<file path="src/rtl/music_pkg.sv">
package music_pkg;

    // ----------------------------------------
    // widths
    // ----------------------------------------
    localparam int SONG_W     = 2;
    localparam int NOTE_NUM_W = 5;
    localparam int ROM_ADDR_W = SONG_W + NOTE_NUM_W;

    // note word holds the timed flag, note, duration and three spare bits
    localparam int NOTE_LSB = 9;
    localparam int DUR_LSB  = 3;

    typedef logic [5:0]            note_t;
    typedef logic [5:0]            duration_t;
    typedef logic [15:0]           rom_word_t;
    typedef logic [SONG_W-1:0]     song_idx_t;
    typedef logic [NOTE_NUM_W-1:0] note_idx_t;

    // ----------------------------------------
    // reader fsm
    // ----------------------------------------
    typedef enum logic [2:0] {
        PAUSED            = 3'b000,
        WAIT_NOTE         = 3'b001,
        INCREMENT_ADDRESS = 3'b010,
        RETRIEVE_NOTE     = 3'b011,
        NEW_NOTE_READY    = 3'b100
    } reader_state_t;

endpackage

</file>
<file path="src/rtl/beat_gen.sv">
`timescale 1ns/1ps

module beat_gen #(
    parameter int BEAT_CYCLES = 1000
) (
    input  logic clk,
    input  logic rst,
    input  logic play,
    output logic beat
);

    localparam int CNT_W = (BEAT_CYCLES > 1) ? $clog2(BEAT_CYCLES) : 1;

    logic [CNT_W-1:0] cnt;

    // restarts from zero every time play goes low
    always_ff @(posedge clk) begin
        if (rst || !play) begin
            cnt  <= '0;
            beat <= 1'b0;
        end else if (cnt == CNT_W'(BEAT_CYCLES - 1)) begin
            cnt  <= '0;
            beat <= 1'b1;
        end else begin
            cnt  <= cnt + 1'b1;
            beat <= 1'b0;
        end
    end

    // strobe never stretches past one clock
    a_beat_single: assert property (@(posedge clk) disable iff (rst)
        (BEAT_CYCLES > 1) && beat |=> !beat);

endmodule

</file>
<file path="src/rtl/music_player.sv">
`timescale 1ns/1ps

module music_player import music_pkg::*; #(
    parameter int BEAT_CYCLES = 1000,
    parameter int TONE_BASE   = 8
) (
    input  logic      clk,
    input  logic      rst,
    input  logic      play,
    input  song_idx_t song,
    output logic      song_done,
    output logic      new_note,
    output note_t     note,
    output duration_t duration,
    output logic      note_active,
    output logic      tone
);

    logic [ROM_ADDR_W-1:0] rom_addr;
    rom_word_t             rom_word;
    logic                  beat;
    logic                  note_done;

    song_reader reader_i (
        .clk       (clk),
        .rst       (rst),
        .play      (play),
        .song      (song),
        .note_done (note_done),
        .rom_word  (rom_word),
        .rom_addr  (rom_addr),
        .new_note  (new_note),
        .song_done (song_done),
        .note      (note),
        .duration  (duration)
    );

    song_rom rom_i (
        .clk  (clk),
        .addr (rom_addr),
        .dout (rom_word)
    );

    beat_gen #(.BEAT_CYCLES(BEAT_CYCLES)) beat_i (
        .clk  (clk),
        .rst  (rst),
        .play (play),
        .beat (beat)
    );

    note_player #(.TONE_BASE(TONE_BASE)) player_i (
        .clk         (clk),
        .rst         (rst),
        .play        (play),
        .beat        (beat),
        .new_note    (new_note),
        .note        (note),
        .duration    (duration),
        .note_done   (note_done),
        .note_active (note_active),
        .tone        (tone)
    );

endmodule

</file>
<file path="src/rtl/note_player.sv">
`timescale 1ns/1ps

module note_player import music_pkg::*; #(
    parameter int TONE_BASE = 8
) (
    input  logic      clk,
    input  logic      rst,
    input  logic      play,
    input  logic      beat,
    input  logic      new_note,
    input  note_t     note,
    input  duration_t duration,
    output logic      note_done,
    output logic      note_active,
    output logic      tone
);

    localparam int TONE_W = $clog2(TONE_BASE + 64);

    duration_t        beats_left;
    duration_t        cnt_base;
    duration_t        cnt_next;
    logic             step;
    logic             tone_en;
    logic [TONE_W-1:0] half_period;
    logic [TONE_W-1:0] tone_cnt;

    // ----------------------------------------
    // beat countdown
    // ----------------------------------------
    assign step = beat && play;

    // a beat landing with new_note already counts toward the new note
    always_comb begin
        cnt_base = new_note ? duration : beats_left;
        cnt_next = cnt_base;
        if (step && cnt_base != '0) begin
            cnt_next = cnt_base - 1'b1;
        end
    end

    always_ff @(posedge clk) begin
        if (rst) begin
            beats_left <= '0;
            note_done  <= 1'b0;
        end else begin
            beats_left <= cnt_next;
            note_done  <= (cnt_base != '0) && (cnt_next == '0);
        end
    end

    assign note_active = (beats_left != '0);

    // ----------------------------------------
    // tone divider
    // ----------------------------------------
    // higher note number gives a shorter half period
    assign half_period = TONE_W'(TONE_BASE) + TONE_W'(6'd63 - note);
    assign tone_en     = note_active && play && (note != '0);

    always_ff @(posedge clk) begin
        if (rst || !tone_en) begin
            tone_cnt <= '0;
            tone     <= 1'b0;
        end else if (tone_cnt == half_period - 1'b1) begin
            tone_cnt <= '0;
            tone     <= ~tone;
        end else begin
            tone_cnt <= tone_cnt + 1'b1;
        end
    end

    // ----------------------------------------
    // checks
    // ----------------------------------------
    a_done_pulse: assert property (@(posedge clk) disable iff (rst)
        note_done |=> !note_done);

    // one clock of slack while the divider clears after a note change
    a_rest_quiet: assert property (@(posedge clk) disable iff (rst)
        (note == '0) && $past(note == '0) |-> !tone);

endmodule

</file>
<file path="src/rtl/song_reader.sv">
`timescale 1ns/1ps

module song_reader import music_pkg::*; (
    input  logic                  clk,
    input  logic                  rst,
    input  logic                  play,
    input  song_idx_t             song,
    input  logic                  note_done,
    input  rom_word_t             rom_word,
    output logic [ROM_ADDR_W-1:0] rom_addr,
    output logic                  new_note,
    output logic                  song_done,
    output note_t                 note,
    output duration_t             duration
);

    reader_state_t state;
    reader_state_t state_next;
    note_idx_t     idx;
    note_idx_t     idx_inc;
    logic          idx_carry;
    note_t         rom_note;
    duration_t     rom_dur;
    note_t         note_q;
    duration_t     dur_q;

    // ----------------------------------------
    // note index
    // ----------------------------------------
    assign {idx_carry, idx_inc} = {1'b0, idx} + 1'b1;
    assign rom_addr  = {song, idx};
    assign song_done = (state == INCREMENT_ADDRESS) && idx_carry;

    always_ff @(posedge clk) begin
        if (rst) begin
            idx <= '0;
        end else if (state == INCREMENT_ADDRESS) begin
            idx <= idx_inc;
        end
    end

    // ----------------------------------------
    // state machine
    // ----------------------------------------
    always_comb begin
        case (state)
            PAUSED:            state_next = play ? RETRIEVE_NOTE : PAUSED;
            RETRIEVE_NOTE:     state_next = play ? NEW_NOTE_READY : PAUSED;
            NEW_NOTE_READY:    state_next = play ? WAIT_NOTE : PAUSED;
            WAIT_NOTE:         state_next = !play     ? PAUSED :
                                            note_done ? INCREMENT_ADDRESS : WAIT_NOTE;
            // end of song always parks, play restarts from index 0
            INCREMENT_ADDRESS: state_next = (play && !idx_carry) ? RETRIEVE_NOTE : PAUSED;
            default:           state_next = PAUSED;
        endcase
    end

    always_ff @(posedge clk) begin
        if (rst) begin
            state <= PAUSED;
        end else begin
            state <= state_next;
        end
    end

    // ----------------------------------------
    // note fields
    // ----------------------------------------
    assign rom_note = rom_word[NOTE_LSB +: $bits(note_t)];
    assign rom_dur  = rom_word[DUR_LSB +: $bits(duration_t)];
    assign new_note = (state == NEW_NOTE_READY);

    // held copy keeps the outputs steady once the address moves on
    always_ff @(posedge clk) begin
        if (new_note) begin
            note_q <= rom_note;
            dur_q  <= rom_dur;
        end
    end

    assign note     = new_note ? rom_note : note_q;
    assign duration = new_note ? rom_dur : dur_q;

    // ----------------------------------------
    // checks
    // ----------------------------------------
    a_strobe_after_fetch: assert property (@(posedge clk) disable iff (rst)
        new_note |-> $past(state) == RETRIEVE_NOTE);

    a_done_parks: assert property (@(posedge clk) disable iff (rst)
        song_done |-> (state == INCREMENT_ADDRESS) ##1 (state == PAUSED));

endmodule

</file>
<file path="src/rtl/song_rom.sv">
`timescale 1ns/1ps

module song_rom import music_pkg::*; (
    input  logic                  clk,
    input  logic [ROM_ADDR_W-1:0] addr,
    output rom_word_t             dout
);

    song_idx_t song_sel;
    note_idx_t note_sel;

    assign song_sel = addr[ROM_ADDR_W-1 -: SONG_W];
    assign note_sel = addr[NOTE_NUM_W-1:0];

    // ----------------------------------------
    // note tables, one per song
    // ----------------------------------------
    // duration cycles 1,2,3 and every eighth slot is a rest
    localparam rom_word_t SONG0 [32] = '{
        16'h8208, 16'h8C10, 16'h9618, 16'hA008, 16'hAA10, 16'hB418, 16'hBE08, 16'h8010,
        16'hD218, 16'hDC08, 16'hE610, 16'hF018, 16'hFA08, 16'h8410, 16'h8E18, 16'h8008,
        16'hA210, 16'hAC18, 16'hB608, 16'hC010, 16'hCA18, 16'hD408, 16'hDE10, 16'h8018,
        16'hF208, 16'hFC10, 16'h8618, 16'h9008, 16'h9A10, 16'hA418, 16'hAE08, 16'h8010
    };

    localparam rom_word_t SONG1 [32] = '{
        16'hA208, 16'hAC10, 16'hB618, 16'hC008, 16'hCA10, 16'hD418, 16'hDE08, 16'h8010,
        16'hF218, 16'hFC08, 16'h8610, 16'h9018, 16'h9A08, 16'hA410, 16'hAE18, 16'h8008,
        16'hC210, 16'hCC18, 16'hD608, 16'hE010, 16'hEA18, 16'hF408, 16'hFE10, 16'h8018,
        16'h9208, 16'h9C10, 16'hA618, 16'hB008, 16'hBA10, 16'hC418, 16'hCE08, 16'h8010
    };

    // slot 19 wraps to note 0, bumped up to 1 so it stays audible
    localparam rom_word_t SONG2 [32] = '{
        16'hC208, 16'hCC10, 16'hD618, 16'hE008, 16'hEA10, 16'hF418, 16'hFE08, 16'h8010,
        16'h9218, 16'h9C08, 16'hA610, 16'hB018, 16'hBA08, 16'hC410, 16'hCE18, 16'h8008,
        16'hE210, 16'hEC18, 16'hF608, 16'h8210, 16'h8A18, 16'h9408, 16'h9E10, 16'h8018,
        16'hB208, 16'hBC10, 16'hC618, 16'hD008, 16'hDA10, 16'hE418, 16'hEE08, 16'h8010
    };

    localparam rom_word_t SONG3 [32] = '{
        16'hE208, 16'hEC10, 16'hF618, 16'h8208, 16'h8A10, 16'h9418, 16'h9E08, 16'h8010,
        16'hB218, 16'hBC08, 16'hC610, 16'hD018, 16'hDA08, 16'hE410, 16'hEE18, 16'h8008,
        16'h8210, 16'h8C18, 16'h9608, 16'hA010, 16'hAA18, 16'hB408, 16'hBE10, 16'h8018,
        16'hD208, 16'hDC10, 16'hE618, 16'hF008, 16'hFA10, 16'h8418, 16'h8E08, 16'h8010
    };

    // ----------------------------------------
    // registered read, one cycle latency
    // ----------------------------------------
    always_ff @(posedge clk) begin
        case (song_sel)
            2'd0:    dout <= SONG0[note_sel];
            2'd1:    dout <= SONG1[note_sel];
            2'd2:    dout <= SONG2[note_sel];
            default: dout <= SONG3[note_sel];
        endcase
    end

endmodule
</file>
<file path="config.mk">
export PLATFORM = sky130hd
export DESIGN_NAME = music_player
export DESIGN_NICKNAME = d
export VERILOG_FILES = /design/src/rtl/music_pkg.sv /design/src/rtl/beat_gen.sv /design/src/rtl/music_player.sv /design/src/rtl/note_player.sv /design/src/rtl/song_reader.sv /design/src/rtl/song_rom.sv
export SDC_FILE = /design/constraint.sdc
export NUM_CORES = 1
export LEC_CHECK = 0
export ABC_AREA = 1
export BUFFER_PORTS_ARGS = -buffer_cell sky130_fd_sc_hd__buf_2
export CORE_MARGIN = 2
export CORE_UTILIZATION = 45
export CTS_CLUSTER_SIZE = 24
export DETAILED_ROUTE_END_ITERATION = 8
export SLEW_MARGIN = 25
export SYNTH_ARGS = -nofsm -noshare
export SYNTH_HDL_FRONTEND = slang
export SYNTH_SLANG_ARGS = --single-unit
</file>
<file path="constraint.sdc">
create_clock -name clk -period 3.2 [get_ports clk]
set_input_delay 0.16 -clock clk [delete_from_list [all_inputs] [get_ports clk]]
set_output_delay 0.16 -clock clk [all_outputs]
set_load 0.03 [all_outputs]
</file>
==> run metrics <==
status=finished clean; Synth area leader=dfxtp_1; RSZ-0062 raised after global routing=false; Slew Viols, Final=0; number of global-route vias before repair=roughly 2400; syn_area_per_cell=roughly 7 sq um; CP bufs+invs=3; post-CTS setup buffer count=0; Synth Area in Compound Gates=0.104; Num CTS Buffers=5; Synth Flop Type=dfxtp_1; Final HPWL DP=~4500 um; Fin Clk Skew=0.00594 ns; Area growth, synth to finish=7.96%; overall fraction of global-route tracks in use=0.177; # DRC=0; final setup vio count=0; final hold vios=0; Placed Instances=about 500; largest net degree at the start of global routing=16; min-delay worst type=input port to register; achievable frequency=402 MHz; Top delay family on crit path=simple AND/OR/NAND/NOR gates; clock tree from TritonCTS=built; Setup TNS=0 ns; clk slew on worst S/H paths=about 0.09 ns; Synth Area in Adders=0.0596; Cell Pwr Density=between 400 and 500 nW/um^2; clk buf depth=2; crit start category=register; first-pass GRT wire length=a little over 10000 um; Final ANT Viol Nets=0; effective utilization at floorplan=0.463; asr flop ratio synth=0; core area=about 6300 sq um; initial antenna violation count=0; # nets final=~440; # clock sinks=54; fin util=0.500; Port Buffer Count=20; share of layout cells above drive strength 1=0.136; Worst Tran Pin Value=0.570 ns; Post-Syn Instances=408; Tot Pwr=1.54 mW; period utilization=0.778; Synth Area in XOR/XNOR=0.0353; die area=approximately 7200 sq um; Simple-Gate Fraction of Synth Area=0.335; ranking of synthesized cells by area=dfxtp_1, nand2_1, inv_1, nor2_1, ha_1; Pre-antenna DRT Iters=4; CTS Hold Buffers Added=0; mapped cell area=approximately 3000 sq um; CTS root buf=clkbuf_8; worst-path fanout max=14; number of synthesis warnings=0; DR WL/cell=approximately 12 um; count leader, synth=nand2_1; cts repair resizes=0; antenna cells=0; largest family of logic cells by synthesized area=simple AND/OR/NAND/NOR gates; post-synthesis mux area share=0; Critical-path top delay cell=dfxtp_1; Clock Latency Late Sink=0.30 ns; sequential fraction of the synthesis area=0.368; global route overflow=0; cell leakage power=1.41 nW; Placer Congestion=about 0.85; vias per cell=slightly below 5; Critical Path AT=2.73 ns; Worst VDD drop=271 uV; die span in x=between 80 and 90 um; Cell Chain, Critical Path=nand2_4, inv_2, nand2_1, o21ai_1, inv_1, ha_1, nand2_2, nor2_2, nor2_4, inv_1, nand2_1, nand3_1, nor2_1, nand3_1, nor2_1; # Max-Cap Violations=0; final cell count without fillers=503; starting DRC count in detailed routing=around 110; CP Class=register to register; Row Count=29; synth unique cells=39; Die H=84.8 um; EDFF count, synth=0; via count=roughly 2500; Post-Route WL=around 6000 um; Synth top cells by count=nand2_1, inv_1, dfxtp_1; CP peak stage delay=between 0.5 and 0.6 ns; Seq cells post-synth=54; io pins=21; Relative slew margins=0.617; worst path required time=between 3 and 4 ns; Worst setup EP type=register; Mapped Nets=between 400 and 500; Yosys top cell area share=0.368; H-Tree Depth=2; minimum clock period=2.49 ns
==> power breakdown <==
part,leakage [nW],internal [mW],switching (mW)
sequential,0.441,0.732,0.0329
combinational,0.918,0.125,0.260
clock,0.0482,0.175,0.215
==> sequential cells by signal, summed over array words and instances, names as in the netlist <==
signal and count:
rom_i.dout 8, beat_i.cnt 10, player_i.tone 1, beat_i.beat 1, player_i.tone_cnt 7, player_i.beats_left 6
reader_i.idx 5, reader_i.dur_q 6, player_i.note_done 1, reader_i.note_q 6, reader_i.state 3
==> metrics by stage <==
step / instance area, sq um / hold slack [ns] / setup WS, ns
after floorplan: 2940 / 0.238 / 1.04
after global placement: 3080 / 0.411 / 0.782
after detailed placement: 3080 / 0.413 / 0.720
after CTS: 3170 / 0.166 / 0.694
after global routing: 3170 / 0.176 / 0.331
final: 3170 / 0.162 / 0.710
==> cell type report <==
| class | instances | area, sq um |
|---|---|---|
| inverters | 63 | 236 |
| well taps | 77 | 96.3 |
| clock buffers | 7 | 86.3 |
| clock inverters | 1 | 5.00 |
| fillers | 647 | 3180 |
| repair buffers | 20 | 100 |
| multi-input cells | 281 | 1570 |
| flip-flops and latches | 54 | 1080 |
==> cells in the final DEF, fill, tap and decap left out, types with 6 or more instances in the layout <==
cell type,instances
clkbuf_8,6
inv_1,59
a21oi_1,15
nand2_1,75
nand2_2,9
ha_1,14
nand3_1,32
nor2_1,53
buf_2,20
dfxtp_1,54
nand2_4,6
xor2_1,7
nor3_1,11
o21ai_0,14
==> path summary, 6_finish.rpt <==
path	startpoint	endpoint	slack (ns)	depth (start not counted)
min	play	reader_i.state[0]$_SDFF_PP0_	0.16	3
max	reader_i.state[2]$_SDFF_PP0_	player_i.note_done$_SDFF_PP0_	0.71	15
min reg2reg	reader_i.dur_q[5]$_DFF_P_	reader_i.dur_q[5]$_DFF_P_	0.43	2
max reg2reg	reader_i.state[2]$_SDFF_PP0_	player_i.note_done$_SDFF_PP0_	0.71	15
==> tightest hold or removal path, cell delays in order <==
cell and delay [ns]:
buf_2 0.11, a221oi_1 0.08, nor2_1 0.08
==> per-layer routing <==
metal	GRT usage	share of wire	vias up
met3	0.0370	0.030	7
li1	-	-	1337
met1	0.238	0.51	1086
met2	0.286	0.45	31
met5	0	0	-
met4	0.0534	0.010	0
==> cell families (layout without fill, tap and decap cells) <==
| kind of cell | Yosys count | after routing |
|---|---|---|
| compound gates | 49 | 49 |
| simple gates | 207 | 207 |
| fa+ha+maj | 14 | 14 |
| xor+xnor | 11 | 11 |
| flops | 54 | 54 |
| buf+inv | 73 | 91 |
(Power assumes the default switching activity.)
